### src/include/tomasulo_consts.svh
`ifndef TOMASULO_CONSTS_SVH
`define TOMASULO_CONSTS_SVH

// rob entries, also the dispatcher's starting credit count
`define ROB_DEPTH 8

// one pool slot per rob entry, so a rob credit also covers the pool
`define RS_DEPTH 8

// log2 of ROB_DEPTH
`define TAG_W 3

`define XLEN 32

// register 0 reads zero and is never renamed
`define NUM_REGS 32

`endif

### src/design/tomasulo_pkg.sv
`include "tomasulo_consts.svh"

package tomasulo_pkg;

    localparam int REG_AW = $clog2(`NUM_REGS);

    typedef enum logic [2:0] {
        OP_ADD,
        OP_SUB,
        OP_AND,
        OP_XOR,
        OP_ADDI,
        OP_LD,
        OP_ST,
        OP_BEQ
    } op_t;

    typedef logic [`TAG_W-1:0] rob_tag_t;
    typedef logic [REG_AW-1:0] reg_idx_t;

    // dest for register writers, store_src for stores
    typedef union packed {
        reg_idx_t dest;
        reg_idx_t store_src;
    } rob_reg_u;

    typedef struct packed {
        rob_tag_t         tag;
        logic [`XLEN-1:0] value;
    } cdb_msg_t;

    typedef struct packed {
        rob_tag_t         tag;
        reg_idx_t         rd;
        logic [`XLEN-1:0] value;
        logic             write;
    } commit_msg_t;

endpackage

### src/design/tomasulo_ifs.sv
`include "tomasulo_consts.svh"


interface rob_commit_if import tomasulo_pkg::*; ();
    logic             valid;
    rob_tag_t         tag;
    reg_idx_t         rd;
    logic [`XLEN-1:0] value;
    logic             write;
    // pulses with the retiring mispredicted beq
    logic             flush;

    modport retire (output valid, tag, rd, value, write, flush);
    modport arch (input valid, tag, rd, value, write, flush);
endinterface

### src/design/reg_status_file.sv
`include "tomasulo_consts.svh"

module reg_status_file import tomasulo_pkg::*; (
    input  logic                clk,
    input  logic                rst,
    input  logic                rename_valid,
    input  reg_idx_t            rename_rd,
    input  rob_tag_t            rename_tag,
    input  reg_idx_t            src_a,
    input  reg_idx_t            src_b,
    output logic                busy_a,
    output logic                busy_b,
    output rob_tag_t            tag_a,
    output rob_tag_t            tag_b,
    output logic [`XLEN-1:0]    value_a,
    output logic [`XLEN-1:0]    value_b,
    rob_commit_if.arch          commit
);
    logic [`XLEN-1:0] regs [`NUM_REGS];
    logic             busy [`NUM_REGS];
    // youngest in-flight writer of each register
    rob_tag_t         producer [`NUM_REGS];

    assign busy_a = busy[src_a];
    assign busy_b = busy[src_b];
    assign tag_a = producer[src_a];
    assign tag_b = producer[src_b];
    assign value_a = regs[src_a];
    assign value_b = regs[src_b];

    always_ff @(posedge clk) begin
        if (rst) begin
            for (int i = 0; i < `NUM_REGS; i++) begin
                regs[i] <= '0;
                busy[i] <= 1'b0;
            end
        end else begin
            if (commit.valid && commit.write) begin
                regs[commit.rd] <= commit.value;
                // a younger rename keeps the register busy
                if (producer[commit.rd] == commit.tag) begin
                    busy[commit.rd] <= 1'b0;
                end
            end

            // committed values are the restored state
            if (commit.flush) begin
                for (int i = 0; i < `NUM_REGS; i++) begin
                    busy[i] <= 1'b0;
                end
            end else if (rename_valid && rename_rd != '0) begin
                busy[rename_rd] <= 1'b1;
                producer[rename_rd] <= rename_tag;
            end
        end
    end

endmodule

### src/flat_wrapper.sv
// flat-port wrapper written by rule: the top's interface ports become plain ports
module reg_status_file_flat import tomasulo_pkg::*;
  (clk, rst, rename_valid, rename_rd, rename_tag, src_a, src_b, busy_a, busy_b, tag_a, tag_b, value_a, value_b, commit_valid, commit_tag, commit_rd, commit_value, commit_write, commit_flush);
  rob_commit_if commit_i ();
  input  logic clk;
  input  logic rst;
  input  logic rename_valid;
  input  reg_idx_t rename_rd;
  input  rob_tag_t rename_tag;
  input  reg_idx_t src_a;
  input  reg_idx_t src_b;
  output logic busy_a;
  output logic busy_b;
  output rob_tag_t tag_a;
  output rob_tag_t tag_b;
  output logic [`XLEN-1:0] value_a;
  output logic [`XLEN-1:0] value_b;
  input wire logic [$bits(commit_i.valid)-1:0] commit_valid;
  input wire logic [$bits(commit_i.tag)-1:0] commit_tag;
  input wire logic [$bits(commit_i.rd)-1:0] commit_rd;
  input wire logic [$bits(commit_i.value)-1:0] commit_value;
  input wire logic [$bits(commit_i.write)-1:0] commit_write;
  input wire logic [$bits(commit_i.flush)-1:0] commit_flush;
  assign commit_i.valid = commit_valid;
  assign commit_i.tag = commit_tag;
  assign commit_i.rd = commit_rd;
  assign commit_i.value = commit_value;
  assign commit_i.write = commit_write;
  assign commit_i.flush = commit_flush;
  reg_status_file u_core (.clk(clk), .rst(rst), .rename_valid(rename_valid), .rename_rd(rename_rd), .rename_tag(rename_tag), .src_a(src_a), .src_b(src_b), .busy_a(busy_a), .busy_b(busy_b), .tag_a(tag_a), .tag_b(tag_b), .value_a(value_a), .value_b(value_b), .commit(commit_i));
endmodule
### config.mk
export PLATFORM = sky130hd
export DESIGN_NAME = reg_status_file_flat
export DESIGN_NICKNAME = d
export VERILOG_FILES = /design/src/design/tomasulo_pkg.sv /design/src/design/tomasulo_ifs.sv /design/src/design/reg_status_file.sv /design/src/flat_wrapper.sv
export VERILOG_INCLUDE_DIRS = /design/src /design/src/include
export SDC_FILE = /design/constraint.sdc
export NUM_CORES = 2
export LEC_CHECK = 0
export CORE_MARGIN = 10
export CORE_UTILIZATION = 30
export DETAILED_ROUTE_END_ITERATION = 16
export DONT_BUFFER_PORTS = 1
export HOLD_SLACK_MARGIN = 0.05
export MAX_ROUTING_LAYER = met4
export PLACE_DENSITY = 0.44
export SYNTH_ARGS = -nofsm -noshare
export SYNTH_HDL_FRONTEND = slang
export SYNTH_SLANG_ARGS = --single-unit
### constraint.sdc
create_clock -name clk -period 4.65 [get_ports clk]
set_input_delay 1.1625 -clock clk [delete_from_list [all_inputs] [get_ports clk]]
set_output_delay 1.1625 -clock clk [all_outputs]
set_load 0.02 [all_outputs]
**Yosys cells after proc, flatten, opt, wreduce, memory -nomap -nowiden**

Memories as Yosys holds them, arrays and structs flattened.
Cells that the tools add are included.

- Register bits: 0
- Latch bits: 0
- Bits in writable memories: 1152
- Bits in read-only memories: 0
- Input port bits: 64
- Memories kept: 3

Memories:

| name | depth | bits a word | rd ports | clocked after Yosys merged registers in | wr ports | line | text |
|---|---|---|---|---|---|---|---|
| u_core.regs | 32 | 32 | 2 | 0 | 32 | reg_status_file.sv:19 | `` logic [`XLEN-1:0] regs [`NUM_REGS]; `` |
| u_core.producer | 32 | 3 | 3 | 0 | 1 | reg_status_file.sv:22 | `` rob_tag_t producer [`NUM_REGS]; `` |
| u_core.busy | 32 | 1 | 2 | 0 | 32 | reg_status_file.sv:20 | `` logic busy [`NUM_REGS]; `` |

- Add/sub/neg operators: 0
- $mul: 0
- Div/mod/pow operators: 0
- $lt $le $gt $ge: 0
- Eq/ne operators: 33
- Shift-type cells: 0
- Mux-type cells: 57
- Bitwise gates (word level): 128
- Reduce and logical (&&, ||, !) cells: 6

Operator list:

| operator | count |
|---|---|
| $eq 5x5->1 const B | 32 |
| $and 1x1->1 | 64 |
| $mux 1 | 53 |
| $mux 32 | 1 |
| $not 1->1 | 32 |
| $or 1x1->1 | 32 |
| $reduce_or 32->1 | 1 |
| $mux 5 | 3 |
| $reduce_bool 5->1 | 1 |
| $eq 3x3->1 | 1 |
| $logic_and 1x1->1 | 2 |
| $reduce_or 1->1 | 2 |

**Logic depth before layout (Yosys ltp)**

An unclocked memory read counts as a cell.

- Depth after elaboration: 40
- Mapped depth: 11
- Mapped depth without buffers: 6

**Worst setup path after synthesis**

OpenSTA, ideal clock, no wires.

- Path type: input to output
- Start point: in src_b[0]
- End point: out value_b[11]
- Arrival: 3.479 ns
- Slack: 0.008 ns
- Stages on the path: 6
- Cell sequence: buf_2 buf_2 buf_1 mux4_2 mux4_2 mux2_2

- Cells in the longest elaborated chain, start to end: 1

RTL lines:

| what | line | text |
|---|---|---|
| start: declaration | flat_wrapper.sv:11 | `input reg_idx_t src_b;` |
| $mem_v2 32x32 | - |  |
| end: declaration | flat_wrapper.sv:17 | `` output logic [`XLEN-1:0] value_b; `` |

No other way between the ends.

**Final worst setup path**

- Start point: in src_a[0]
- End point: out value_a[18]

- Cells in the longest elaborated chain, start to end: 1

RTL lines:

| what | line | text |
|---|---|---|
| start: declaration | flat_wrapper.sv:10 | `input reg_idx_t src_a;` |
| $mem_v2 32x32 | - |  |
| end: declaration | flat_wrapper.sv:16 | `` output logic [`XLEN-1:0] value_a; `` |

No other way between the ends.

==> flow_metrics.py <==
metrics = {
    "placement": {
        "dp_hpwl_um": 122000,
        "io_buffers": 0,
        "dp.cells": 6050,
        "gp_congestion": 0.744,
    },
    "cts": {
        "ctsHoldBuffers": 0,
        "cts_htree_levels": 4,
        "tritoncts": "built",
        "clock_sinks": 1152,
        "ctsLongestPathBuffers": 3,
        "root_buffer": "clkbuf_16",
        "cts_buffers": 140,
        "clkTransAtPathRegs_ns": 0.06,
        "insertion_delay_ns": 0.79,
    },
    "timing": {
        "tightest_slew_ns": 1.29,
        "timing.fmax_mhz": 218,
        "setup_viol": 0,
        "timing.final.max_slew_violations": 0,
        "tns_ns": 0,
        "rsz0062_at_grt": "no",
        "fin_crit_sh": 0.984,
        "fin_worst_skew_ns": 0.0163,
        "hold_viol": 0,
        "slew_headroom": 0.141,
        "min_period_ns": 4.58,
    },
    "logic_synthesis": {
        "synth_cell_type_count": 47,
        "yosysSeqAreaShare": 0.559,
        "synth_top_area_frac": 0.548,
        "ys.flop_type": "edfxtp_1",
        "ys_seq_elements": 1152,
        "syn-cell-area_mm2": 0.0614,
        "synthCells": 3669,
        "synth_warnings": 0,
        "synth_edf_count": 1120,
        "avgSynthCellArea_um2": 16.7,
        "synth_area_leaders": "edfxtp_1 (55%), mux4_2 (27%), and2_1 (10%)",
        "async_flop_share": 0,
        "yosysTopAreaCell": "edfxtp_1",
    },
    "die": {
        "die_y_um": 472,
        "pin_count": 136,
        "start_util": 0.303,
        "coreArea_mm2": 0.203,
        "die_w_um": 472,
        "row_count": 165,
        "dieArea_mm2": 0.223,
    },
    "layout": {
        "final_cell_mix": "edfxtp_1 (1,120), and2_1 (1,024), mux4_2 (732), clkbuf_16 (152), mux2_2 (74)",
        "layout.nets": 3602,
        "syn_to_final_growth_pct": 13.0,
        "drive_above_1_share": 0.327,
        "mostFrequentLayoutCell": "edfxtp_1",
        "fillerInstances": 19100,
        "final_cells": 6333,
    },
    "critical_path": {
        "crit_type": "in -> out",
        "regToRegEndpoint": "u_core.busy[10]$_DFF_P_",
        "required_ns": 3.49,
        "start_kind": "input port",
        "worst-path-max-fanout": 16,
        "critPathArrivalTime_ns": 3.41,
        "r2r-start": "u_core.producer[22][0]$_DFFE_PP_",
        "r2r_slack_ns": 2.01,
        "end_kind": "primary output",
        "r2r_cells": 7,
    },
    "routing": {
        "detail_route.drc_violations": 0,
        "viasPerCell": 5.60,
        "ant_nets": 0,
        "drtIter0Drc": 4440,
        "wl_per_cell_um": 37.5,
        "drt-total-wl_um": 237000,
        "first_pass_iters": 5,
        "num_vias": 35500,
    },
    "worst_hold_path": {
        "worstHoldStart": "u_core.busy[0]$_DFF_P_",
        "holdPathEnd": "u_core.busy[0]$_DFF_P_",
        "hold_depth": 2,
        "hold_class": "reg -> reg",
    },
    "global_routing": {
        "grt_max_degree": 289,
        "grt_pass1_vias": 35700,
        "grt_first_pass_wirelength_um": 318000,
        "antenna_found_initial": 41,
        "gr-usage-all-layers": 0.211,
        "grt-ovfl-total": 0,
    },
    "job": {
        "drv_cap": 0,
    },
    "status": {
        "outcome": "complete, no violations",
    },
    "power": {
        "leakage_nw": 22.5,
        "vdd_ir_drop_max_uv": 410,
        "p_per_area_mw_per_mm2": 366,
    },
}
## registers in the layout, summed over array words and instances (netlist names)
register	flops
u_core.regs	1024
u_core.producer	96
u_core.busy	32
## layer usage
layer,vias up,GRT usage,part of all wire
li1,14200,-,-
met1,19400,0.278,0.42
met2,1615,0.338,0.48
met3,278,0.0399,0.077
met4,0,0.0534,0.024
met5,-,-,0
## worst max path at each step
stage	startpoint	endpoint	slack, ns
2_1_floorplan	src_b[0]	value_b[11]	0.008
3_3_place_gp	src_b[0]	tag_b[1]	0.60
6_report	src_a[0]	value_a[18]	0.07
4_1_cts	src_b[0]	value_b[18]	0.60
3_5_place_dp	src_b[0]	value_b[18]	0.61
5_1_grt	src_a[0]	value_a[18]	0.04
## Yosys cell counts (2+ instances only)
library cell     n
edfxtp_1      1120
and2_1        1024
mux4_2         732
clkbuf_1       313
nor2_1          99
mux2_2          74
buf_1           51
a21oi_1         32
dfxtp_1         32
or2_2           32
a41oi_1         28
buf_2           21
nand2_1         19
mux2i_1         13
nand3_1          8
buf_6            7
nand3b_1         7
mux4_1           5
nor2b_1          5
o221ai_1         5
a211o_1          4
a22o_1           3
a41oi_2          3
or3_1            3
a31oi_1          2
and2_0           2
nand2b_1         2
nor3_1           2
nor4_1           2
or3b_2           2
## per-stage QoR
step	area [um2]	power, mW	setup WS (ns)	util	hold WS [ns]
2_1_floorplan	61400	14.2	0.00800	-	0.419
3_3_place_gp	64500	14.7	0.598	0.318	0.441
3_5_place_dp	64500	14.8	0.606	0.318	0.445
4_1_cts	68900	25.4	0.605	0.340	0.411
5_1_grt	69300	26.1	0.0446	0.342	0.435
6_report	69300	25.4	0.0731	0.342	0.450
## layout make-up
cell class | instances | area, um2 | area share
flip-flops and latches | 1152 | 34300 | 0.494
multi-input cells | 2123 | 25800 | 0.372
clock buffers | 168 | 3680 | 0.0531
well taps | 2672 | 3340 | 0.0482
repair buffers | 119 | 1530 | 0.0220
clock inverters | 84 | 679 | 0.00980
diodes | 13 | 32.5 | 0.000469
inverters | 2 | 7.51 | 0.000108
## cell families after synthesis
logic type,after synthesis,share of synthesized area
AOI/OAI and AO/OA,83,0.0101
other,1,0.0000611
buffers and inverters,396,0.0256
xor gates and xnor gates,1,0.000265
DFF,1152,0.559
and+or+nand+nor,1212,0.119
muxes,824,0.287
## timing repair
| action | 4_1_cts | 5_1_grt |
|---|---|---|
| gates resized for setup | 0 | 5 |
| endpoints found under the setup margin | 0 | 36 |
| buffers inserted | 0 | 1 |
## report_power, final
| part | total [mW] | switching [mW] | internal (mW) |
|---|---|---|---|
| sequential | 12.1 | 0.234 | 11.9 |
| clock | 10.7 | 4.63 | 6.05 |
| combinational | 2.58 | 1.27 | 1.31 |
## critical path: stages
cell and delay [ns]:
buf_16 0.20, buf_16 0.22, clkbuf_16 0.23, mux4_2 0.52, mux4_2 0.56, mux2_2 0.39
No activity file was read; power rests on OpenSTA's default activity.
