===== src/include/tomasulo_consts.svh =====
`ifndef TOMASULO_CONSTS_SVH
`define TOMASULO_CONSTS_SVH

// rob entries, also the dispatcher's starting credit count
`define ROB_DEPTH 8

// one pool slot per rob entry, so a rob credit also covers the pool
`define RS_DEPTH 8

// log2 of ROB_DEPTH
`define TAG_W 3

`define XLEN 32

// register 0 reads zero and is never renamed
`define NUM_REGS 32

`endif


===== src/design/tomasulo_pkg.sv =====
`include "tomasulo_consts.svh"

package tomasulo_pkg;

    localparam int REG_AW = $clog2(`NUM_REGS);

    typedef enum logic [2:0] {
        OP_ADD,
        OP_SUB,
        OP_AND,
        OP_XOR,
        OP_ADDI,
        OP_LD,
        OP_ST,
        OP_BEQ
    } op_t;

    typedef logic [`TAG_W-1:0] rob_tag_t;
    typedef logic [REG_AW-1:0] reg_idx_t;

    // dest for register writers, store_src for stores
    typedef union packed {
        reg_idx_t dest;
        reg_idx_t store_src;
    } rob_reg_u;

    typedef struct packed {
        rob_tag_t         tag;
        logic [`XLEN-1:0] value;
    } cdb_msg_t;

    typedef struct packed {
        rob_tag_t         tag;
        reg_idx_t         rd;
        logic [`XLEN-1:0] value;
        logic             write;
    } commit_msg_t;

endpackage


===== src/design/tomasulo_ifs.sv =====
`include "tomasulo_consts.svh"

// one result per cycle, valid for a single cycle
interface cdb_if import tomasulo_pkg::*; ();
    logic             valid;
    rob_tag_t         tag;
    logic [`XLEN-1:0] value;
    // beq compare outcome
    logic             taken;

    modport source (output valid, tag, value, taken);
    modport sink (input valid, tag, value, taken);
endinterface

interface rob_commit_if import tomasulo_pkg::*; ();
    logic             valid;
    rob_tag_t         tag;
    reg_idx_t         rd;
    logic [`XLEN-1:0] value;
    logic             write;
    // pulses with the retiring mispredicted beq
    logic             flush;

    modport retire (output valid, tag, rd, value, write, flush);
    modport arch (input valid, tag, rd, value, write, flush);
endinterface


===== src/design/reorder_buffer.sv =====
`include "tomasulo_consts.svh"

module reorder_buffer import tomasulo_pkg::*; (
    input  logic                clk,
    input  logic                rst,
    input  logic                alloc_valid,
    input  op_t                 alloc_op,
    input  rob_reg_u            alloc_reg,
    output rob_tag_t            alloc_tag,
    input  rob_tag_t            bypass_tag_a,
    input  rob_tag_t            bypass_tag_b,
    output logic                bypass_done_a,
    output logic                bypass_done_b,
    output logic [`XLEN-1:0]    bypass_value_a,
    output logic [`XLEN-1:0]    bypass_value_b,
    cdb_if.sink                 cdb,
    input  logic [`XLEN-1:0]    store_data,
    rob_commit_if.retire        commit,
    output logic                data_read,
    output logic                data_write,
    output logic [`XLEN-1:0]    data_addr,
    output logic [`XLEN-1:0]    data_wdata,
    input  logic [`XLEN-1:0]    data_rdata,
    input  logic                data_resp,
    output logic [`TAG_W:0]     credit_return
);
    localparam int CNT_W = `TAG_W + 1;

    logic             entry_valid [`ROB_DEPTH];
    logic             entry_done [`ROB_DEPTH];
    logic             entry_taken [`ROB_DEPTH];
    op_t              entry_op [`ROB_DEPTH];
    rob_reg_u         entry_reg [`ROB_DEPTH];
    logic [`XLEN-1:0] entry_value [`ROB_DEPTH];
    logic [`XLEN-1:0] entry_sdata [`ROB_DEPTH];

    rob_tag_t         head;
    rob_tag_t         tail;
    logic [CNT_W-1:0] count;

    commit_msg_t      commit_q;
    logic             commit_valid_q;
    logic             flush_q;

    op_t              head_op;
    logic             head_ready;
    logic             head_mem;
    logic             retire;

    assign alloc_tag = tail;

    // a load is done once its address is known, its data only exists at commit
    assign bypass_done_a = entry_valid[bypass_tag_a] && entry_done[bypass_tag_a]
                           && entry_op[bypass_tag_a] != OP_LD;
    assign bypass_done_b = entry_valid[bypass_tag_b] && entry_done[bypass_tag_b]
                           && entry_op[bypass_tag_b] != OP_LD;
    assign bypass_value_a = entry_value[bypass_tag_a];
    assign bypass_value_b = entry_value[bypass_tag_b];

    assign head_op = entry_op[head];
    // head holds still during the flush cycle
    assign head_ready = entry_valid[head] && entry_done[head] && !flush_q;
    assign head_mem = head_op == OP_LD || head_op == OP_ST;
    assign retire = head_ready && (!head_mem || data_resp);

    // request held with stable address and data until data_resp
    assign data_read = head_ready && head_op == OP_LD;
    assign data_write = head_ready && head_op == OP_ST;
    assign data_addr = entry_value[head];
    assign data_wdata = entry_sdata[head];

    assign commit.valid = commit_valid_q;
    assign commit.tag = commit_q.tag;
    assign commit.rd = commit_q.rd;
    assign commit.value = commit_q.value;
    assign commit.write = commit_q.write;
    assign commit.flush = flush_q;

    always_ff @(posedge clk) begin
        if (rst) begin
            for (int i = 0; i < `ROB_DEPTH; i++) begin
                entry_valid[i] <= 1'b0;
            end
            head <= '0;
            tail <= '0;
            count <= '0;
            commit_valid_q <= 1'b0;
            flush_q <= 1'b0;
            credit_return <= '0;
        end else begin
            commit_valid_q <= retire;
            flush_q <= retire && head_op == OP_BEQ && entry_taken[head];
            credit_return <= CNT_W'(retire);

            // completion, store data rides along with the address
            if (cdb.valid && entry_valid[cdb.tag]) begin
                entry_done[cdb.tag] <= 1'b1;
                entry_value[cdb.tag] <= cdb.value;
                entry_taken[cdb.tag] <= cdb.taken;
                entry_sdata[cdb.tag] <= store_data;
            end

            if (retire) begin
                entry_valid[head] <= 1'b0;
                head <= head + 1'b1;
                commit_q.tag <= head;
                commit_q.rd <= entry_reg[head].dest;
                commit_q.value <= (head_op == OP_LD) ? data_rdata : entry_value[head];
                commit_q.write <= head_op != OP_ST && head_op != OP_BEQ
                                  && entry_reg[head].dest != '0;
            end

            if (flush_q) begin
                // drop everything younger than the branch, incl. this cycle's dispatch
                for (int i = 0; i < `ROB_DEPTH; i++) begin
                    entry_valid[i] <= 1'b0;
                end
                tail <= head;
                count <= '0;
                credit_return <= count + CNT_W'(alloc_valid);
            end else begin
                if (alloc_valid) begin
                    entry_valid[tail] <= 1'b1;
                    entry_done[tail] <= 1'b0;
                    entry_op[tail] <= alloc_op;
                    entry_reg[tail] <= alloc_reg;
                    tail <= tail + 1'b1;
                end
                count <= count + CNT_W'(alloc_valid) - CNT_W'(retire);
            end
        end
    end

endmodule


===== src/flat_wrapper.sv =====
// flat-port wrapper written by rule: the top's interface ports become plain ports
module reorder_buffer_flat import tomasulo_pkg::*;
  (clk, rst, alloc_valid, alloc_op, alloc_reg, alloc_tag, bypass_tag_a, bypass_tag_b, bypass_done_a, bypass_done_b, bypass_value_a, bypass_value_b, store_data, data_read, data_write, data_addr, data_wdata, data_rdata, data_resp, credit_return, cdb_valid, cdb_tag, cdb_value, cdb_taken, commit_valid, commit_tag, commit_rd, commit_value, commit_write, commit_flush);
  cdb_if cdb_i ();
  rob_commit_if commit_i ();
  input  logic clk;
  input  logic rst;
  input  logic alloc_valid;
  input  op_t alloc_op;
  input  rob_reg_u alloc_reg;
  output rob_tag_t alloc_tag;
  input  rob_tag_t bypass_tag_a;
  input  rob_tag_t bypass_tag_b;
  output logic bypass_done_a;
  output logic bypass_done_b;
  output logic [`XLEN-1:0] bypass_value_a;
  output logic [`XLEN-1:0] bypass_value_b;
  input  logic [`XLEN-1:0] store_data;
  output logic data_read;
  output logic data_write;
  output logic [`XLEN-1:0] data_addr;
  output logic [`XLEN-1:0] data_wdata;
  input  logic [`XLEN-1:0] data_rdata;
  input  logic data_resp;
  output logic [`TAG_W:0] credit_return;
  input wire logic [$bits(cdb_i.valid)-1:0] cdb_valid;
  input wire logic [$bits(cdb_i.tag)-1:0] cdb_tag;
  input wire logic [$bits(cdb_i.value)-1:0] cdb_value;
  input wire logic [$bits(cdb_i.taken)-1:0] cdb_taken;
  output wire logic [$bits(commit_i.valid)-1:0] commit_valid;
  output wire logic [$bits(commit_i.tag)-1:0] commit_tag;
  output wire logic [$bits(commit_i.rd)-1:0] commit_rd;
  output wire logic [$bits(commit_i.value)-1:0] commit_value;
  output wire logic [$bits(commit_i.write)-1:0] commit_write;
  output wire logic [$bits(commit_i.flush)-1:0] commit_flush;
  assign cdb_i.valid = cdb_valid;
  assign cdb_i.tag = cdb_tag;
  assign cdb_i.value = cdb_value;
  assign cdb_i.taken = cdb_taken;
  assign commit_valid = commit_i.valid;
  assign commit_tag = commit_i.tag;
  assign commit_rd = commit_i.rd;
  assign commit_value = commit_i.value;
  assign commit_write = commit_i.write;
  assign commit_flush = commit_i.flush;
  reorder_buffer u_core (.clk(clk), .rst(rst), .alloc_valid(alloc_valid), .alloc_op(alloc_op), .alloc_reg(alloc_reg), .alloc_tag(alloc_tag), .bypass_tag_a(bypass_tag_a), .bypass_tag_b(bypass_tag_b), .bypass_done_a(bypass_done_a), .bypass_done_b(bypass_done_b), .bypass_value_a(bypass_value_a), .bypass_value_b(bypass_value_b), .cdb(cdb_i), .store_data(store_data), .commit(commit_i), .data_read(data_read), .data_write(data_write), .data_addr(data_addr), .data_wdata(data_wdata), .data_rdata(data_rdata), .data_resp(data_resp), .credit_return(credit_return));
endmodule

===== config.mk =====
export PLATFORM = sky130hd
export DESIGN_NAME = reorder_buffer_flat
export DESIGN_NICKNAME = d
export VERILOG_FILES = /design/src/design/tomasulo_pkg.sv /design/src/design/tomasulo_ifs.sv /design/src/design/reorder_buffer.sv /design/src/flat_wrapper.sv
export VERILOG_INCLUDE_DIRS = /design/src /design/src/include
export SDC_FILE = /design/constraint.sdc
export NUM_CORES = 1
export LEC_CHECK = 0
export BUFFER_PORTS_ARGS = -buffer_cell sky130_fd_sc_hd__buf_4
export CORE_MARGIN = 2
export CORE_UTILIZATION = 35
export DETAILED_ROUTE_END_ITERATION = 16
export PLACE_DENSITY = 0.54
export SLEW_MARGIN = 40
export SYNTH_ARGS = -nofsm -noshare
export SYNTH_HDL_FRONTEND = slang
export SYNTH_SLANG_ARGS = --single-unit

===== constraint.sdc =====
create_clock -name clk -period 16.15 [get_ports clk]
set_clock_uncertainty 0.15 [all_clocks]
set_input_delay 0.8075 -clock clk [delete_from_list [all_inputs] [get_ports clk]]
set_output_delay 0.8075 -clock clk [all_outputs]
set_load 0.005 [all_outputs]

# Word-level counts from Yosys, hierarchy flattened
# Memories as Yosys holds them, arrays and structs flattened. A register that Yosys moved wholly into a read port is not among the register bits.
# Index checks and enable logic that the tools add are counted.
# word_totals
regBits	57
latchBits	0
ram_bits	600
mem_bits_ro	0
input_bits	119
output_inout_bits	182
wordCells	111
memories	7
# memory_table
name	words	word_bits	rd	rd_clocked_by_memory_dff	wr	line_no	text
u_core.entry_sdata	8	32	1	1	1	reorder_buffer.sv:35	logic [`XLEN-1:0] entry_sdata [`ROB_DEPTH];
u_core.entry_value	8	32	3	1	1	reorder_buffer.sv:34	logic [`XLEN-1:0] entry_value [`ROB_DEPTH];
u_core.entry_reg	8	5	1	1	1	reorder_buffer.sv:33	rob_reg_u entry_reg [`ROB_DEPTH];
u_core.entry_op	8	3	3	1	1	reorder_buffer.sv:32	op_t entry_op [`ROB_DEPTH];
u_core.entry_done	8	1	3	1	2	reorder_buffer.sv:30	logic entry_done [`ROB_DEPTH];
u_core.entry_taken	8	1	1	1	1	reorder_buffer.sv:31	logic entry_taken [`ROB_DEPTH];
1 more memories	-	-	-	-	-	-	
# op_classes
addsub	4
mul	0
div	0
order_cmp	0
eq_ne	7
n_shift	0
n_mux	47
bitwise_logic	10
n_reduce_logical	25
# ops
operator	n
3-bit two-way mux	18
32-bit two-way mux	1
1-bit two-way mux	28
1-bit logical AND	14
3-bit != test, second input constant	4
3-bit equality test, second input constant	3
1-bit bitwise OR	8
3-bit by 1-bit adder with 3-bit output, second input constant	2
5-bit nonzero test	1
4-bit by 1-bit adder with 4-bit output	1
2-bit OR reduction	2
4-bit by 1-bit subtractor with 4-bit output	1
1-bit logical NOT	2
1-bit logical OR	2
1-bit inverter	2
2-bit AND reduction	1
2-bit nonzero test	1
1-bit OR reduction	2

# Logic depth before layout (Yosys ltp)
# depth
depth_word	10
depth_mapped	10
ltp_nobuf	8

# Least setup slack after synthesis
# Ideal clock, no wire load.
# synth_path
path_kind	input to register
startpoint	in cdb_tag[0]
endpoint	mem u_core.entry_sdata[0][0] (netlist name) (enable)
setup_time_ns	0.570
arrival_time_ns	6.073
t_required_ns	15.430
path_slack_ns	9.357
stages	5
path_buffers	1
cell_sequence	clkbuf_1 nand2b_1 o22ai_1 o311ai_0 nor3_1
# synth_via
elab_chain_cells	5
# synth_lines
element	line_no	text
start, declared	flat_wrapper.sv:27	input wire logic [$bits(cdb_i.tag)-1:0] cdb_tag;
memory 8 x 1 bit	-	
1-bit logical AND	reorder_buffer.sv:96	if (cdb.valid && entry_valid[cdb.tag]) begin
1-bit two-way mux	reorder_buffer.sv:96	
1-bit two-way mux	reorder_buffer.sv:80	if (rst) begin
1-bit two-way mux (implied by the code)	reorder_buffer.sv:100	entry_sdata[cdb.tag] <= store_data;
end, declared	reorder_buffer.sv:35	
# Parallel ways exist; a longest one is shown, timed or not.

==> implementation parameters <==
Parameter                              Value

Drt
  Pre-antenna DRT Iters    5
  Vias per cell    around 5.4
  Overall routed net length    77500 um
  DRC errors left    0
  Routed length per placed instance    roughly 27 um
  Number of nets still failing antenna checks after routing    0
  Number of design-rule violations left by the first detailed-router iteration    roughly 1300
  DR vias    ~15000

Synthesis
  Ys flop type    sky130_fd_sc_hd__edfxtp_1
  FFs w/ async S/R, synth    0%
  Cell with the most instances after synthesis    sky130_fd_sc_hd__edfxtp_1
  Number of different library cells in the post-synthesis netlist    43
  Portion of synthesized cell area occupied by the leading cell type    64.5%
  Post-synthesis cell count    around 1400
  Part of the Yosys area used for sequential elements    between 60% and 70%
  Cell types occupying the most area after synthesis    sky130_fd_sc_hd__edfxtp_1 64%, sky130_fd_sc_hd__mux4_2 22%, sky130_fd_sc_hd__mux2_2 6.3%, sky130_fd_sc_hd__dfxtp_1 2.4%, sky130_fd_sc_hd__clkbuf_1 0.58%
  Average cell area after synthesis    between 20 and 25 sq um
  Synthesis-stage register bit count    660
  Total number of yosys warnings    0
  Post-synth EDFFs    625
  Cell types with the highest counts after synthesis    625 x sky130_fd_sc_hd__edfxtp_1, 280 x sky130_fd_sc_hd__mux4_2, 163 x sky130_fd_sc_hd__mux2_2
  Synth Cell Area    between 0.02 and 0.03 sq mm
  Syn_nets    around 1500
  Dominant cell type by area after synthesis    sky130_fd_sc_hd__edfxtp_1

Floorplan
  Core area    around 0.08 sq mm
  Num ports    between 300 and 400
  Effective utilization at floorplan    a little over a third
  Horizontal die dimension    approximately 290 um
  Die Y-Extent    ~290 um
  Number of core rows    approximately 110
  Die area    around 0.085 sq mm

Global routing
  Overflow left after global routing    0
  Maximum number of pins on one net before global-route repair    57
  GRT Total Usage    a little under a fifth
  Antenna violations before repair    10
  Via count of the first global-routing pass    16300
  Wire length of the first global-routing pass    112000 um

Place
  Number of input and output port buffers inserted    300
  Post-place setup slack    between 10000 and 15000 ps
  Routability congestion estimate    0.773
  HPWL after detailed placement    46500 um

Setup path
  Critical Path Start Type    register
  Arrival @ worst endpoint    between 4000 and 5000 ps
  Maximum net fanout on the critical path    55
  Required arrival time at the worst endpoint    ~16000 ps
  Capturing element type of the critical path    register
  Crit path kind    reg -> reg

Clock network
  Worst-skew pair later-pin latency    610 ps
  Clk buf depth    3
  # hold bufs at CTS    0
  TritonCTS Buffers    76
  TritonCTS clock tree    done
  CTS-repair resized insts    0
  Cell at the root of the clock tree    sky130_fd_sc_hd__clkbuf_16
  Count of buffers added by post-CTS timing repair for setup    0
  CTS sink cnt    660
  CTS clk-pin slew, worst paths    60 ps
  Number of H-tree branching levels    3

STA
  Final Hold Vio Count    0
  Worst setup margin    approximately 11000 ps
  Maximum clock frequency    between 0.2 and 0.25 GHz
  Post-layout minimum cycle time    between 4000 and 5000 ps
  Setup repair after global routing missed its margin    no
  Pins Over Slew Limit    0
  Final setup violation count    0
  Tightest Pin Transition    around 790 ps
  Hold Worst Slack    approximately 270 ps
  Final worst path period share    between 20% and 30%
  Total Neg Setup Slack    0 ps
  Worst slew slack as a fraction of its limit    a little under half

Layout
  Utilization of the core after routing    between 40% and 50%
  Fill cells    between 7000 and 8000
  Area Growth Syn to Fin    20.9%
  Sequential cell area in the final layout    a little under 0.02 sq mm
  Net count, final    1818
  Area occupied by multi-input gates    around 0.0093 sq mm
  Share of post-route cells with drive strength above 1    51.3%

Outcome
  Run status    finished, final reports clean

Power and ir drop
  Total power draw    3720 uW
  Power density over cell area    between 100 and 150 mW/mm^2
  Leakage Power    0.0114 uW
  Peak supply drop    roughly 0.083 mV

Worst hold path
  Class of the tightest hold or removal check    in -> reg

Flow run
  Maximum Capacitance Violations    0
-- layout make-up --
class	instances	share of cell area (%)
inverter	15	0.160
clock inverter	37	0.978
multi-input combinational	608	26.4
timing repair buffer	332	7.46
clock buffer	97	5.87
sequential	660	55.3
antenna	3	0.0213
tap	1070	3.80
-- routing by layer --
layer | vias up | GRT usage, % | part of all wire, % | wire (um)
met5 | - | 0 | 0.11 | 89
met4 | 14 | 4.94 | 2.2 | 1710
met3 | 124 | 5.72 | 8.1 | 6310
met2 | 526 | 29.7 | 48 | 37500
met1 | 8115 | 23.3 | 41 | 31900
li1 | 6518 | - | - | -
-- critical path: stages, from the launching register on --
cell and delay [ps]:
sky130_fd_sc_hd__dfxtp_4 730, sky130_fd_sc_hd__buf_6 580, sky130_fd_sc_hd__mux4_2 580, sky130_fd_sc_hd__mux2i_1 430
sky130_fd_sc_hd__nor2_1 200, sky130_fd_sc_hd__a21oi_4 480, sky130_fd_sc_hd__nor2b_4 450, sky130_fd_sc_hd__buf_4 550
-- per-stage QoR --
stage               instances  area (sq um)
finish                   2822         35200
global route             2821         35200
CTS                      2819         35200
detailed placement       2685         32800
global placement         2680         32600
floorplan                1372         29100
-- kinds of logic (layout without fill, tap and decap cells) --
family | after synthesis | count (layout) | share of synthesized area, %
xor gates and xnor gates | 7 | 7 | 0.211
buffers and inverters | 104 | 481 | 1.53
other | 0 | 3 | 0
and+or+nand+nor | 96 | 96 | 1.68
muxes | 455 | 455 | 28.4
AOI/OAI and AO/OA | 44 | 44 | 1.00
adders and majority gates | 6 | 6 | 0.258
DFF | 660 | 660 | 66.9
-- placed cells by master (no fill, tap or decap), types with 6 or more instances in the layout --
| cell type | synthesis | layout |
|---|---|---|
| sky130_fd_sc_hd__o21a_1 | 7 | 7 |
| sky130_fd_sc_hd__ha_1 | 6 | 6 |
| sky130_fd_sc_hd__a21oi_1 | 12 | 12 |
| sky130_fd_sc_hd__nand3_1 | 9 | 9 |
| sky130_fd_sc_hd__mux4_2 | 280 | 280 |
| sky130_fd_sc_hd__edfxtp_1 | 625 | 625 |
| sky130_fd_sc_hd__buf_4 | 6 | 315 |
| sky130_fd_sc_hd__mux2_2 | 163 | 163 |
| sky130_fd_sc_hd__nor2_1 | 24 | 18 |
| sky130_fd_sc_hd__inv_1 | 15 | 15 |
| sky130_fd_sc_hd__dfxtp_1 | 35 | 32 |
| sky130_fd_sc_hd__a31oi_1 | 11 | 11 |
| sky130_fd_sc_hd__nand2_1 | 21 | 21 |
| sky130_fd_sc_hd__nor3_1 | 11 | 8 |
| sky130_fd_sc_hd__clkbuf_16 | 0 | 79 |
| sky130_fd_sc_hd__nand2b_1 | 7 | 7 |
| sky130_fd_sc_hd__clkinv_1 | 0 | 15 |
| sky130_fd_sc_hd__buf_6 | 0 | 12 |
| sky130_fd_sc_hd__nor2_4 | 0 | 6 |
| sky130_fd_sc_hd__clkinv_2 | 0 | 9 |
| sky130_fd_sc_hd__clkbuf_1 | 45 | 16 |
| sky130_fd_sc_hd__mux2i_1 | 8 | 8 |
-- worst paths after layout --
path | cells past startpoint | slack [ps] | startpoint | to
worst max register to register | 7 | 11480 | register | u_core.commit.value[13]$_DFFE_PP_
worst min register to register | 1 | 320 | u_core.entry_done[7]$_SDFF_PP0_ | u_core.entry_done[7]$_SDFF_PP0_
worst max-delay path | 7 | 11480 | register | u_core.commit.value[13]$_DFFE_PP_
worst min-delay path | 1 | 270 | cdb_value[10] | u_core.entry_value[0][10]$_DFFE_PP_
-- power breakdown --
group          internal, uW  leakage (uW)  switching, uW
clock network           984       0.00117            672
logic                  89.7       0.00428           87.9
registers              1880       0.00591           5.35
total                  2950        0.0114            765
No activity file was read; power rests on OpenSTA's default activity.
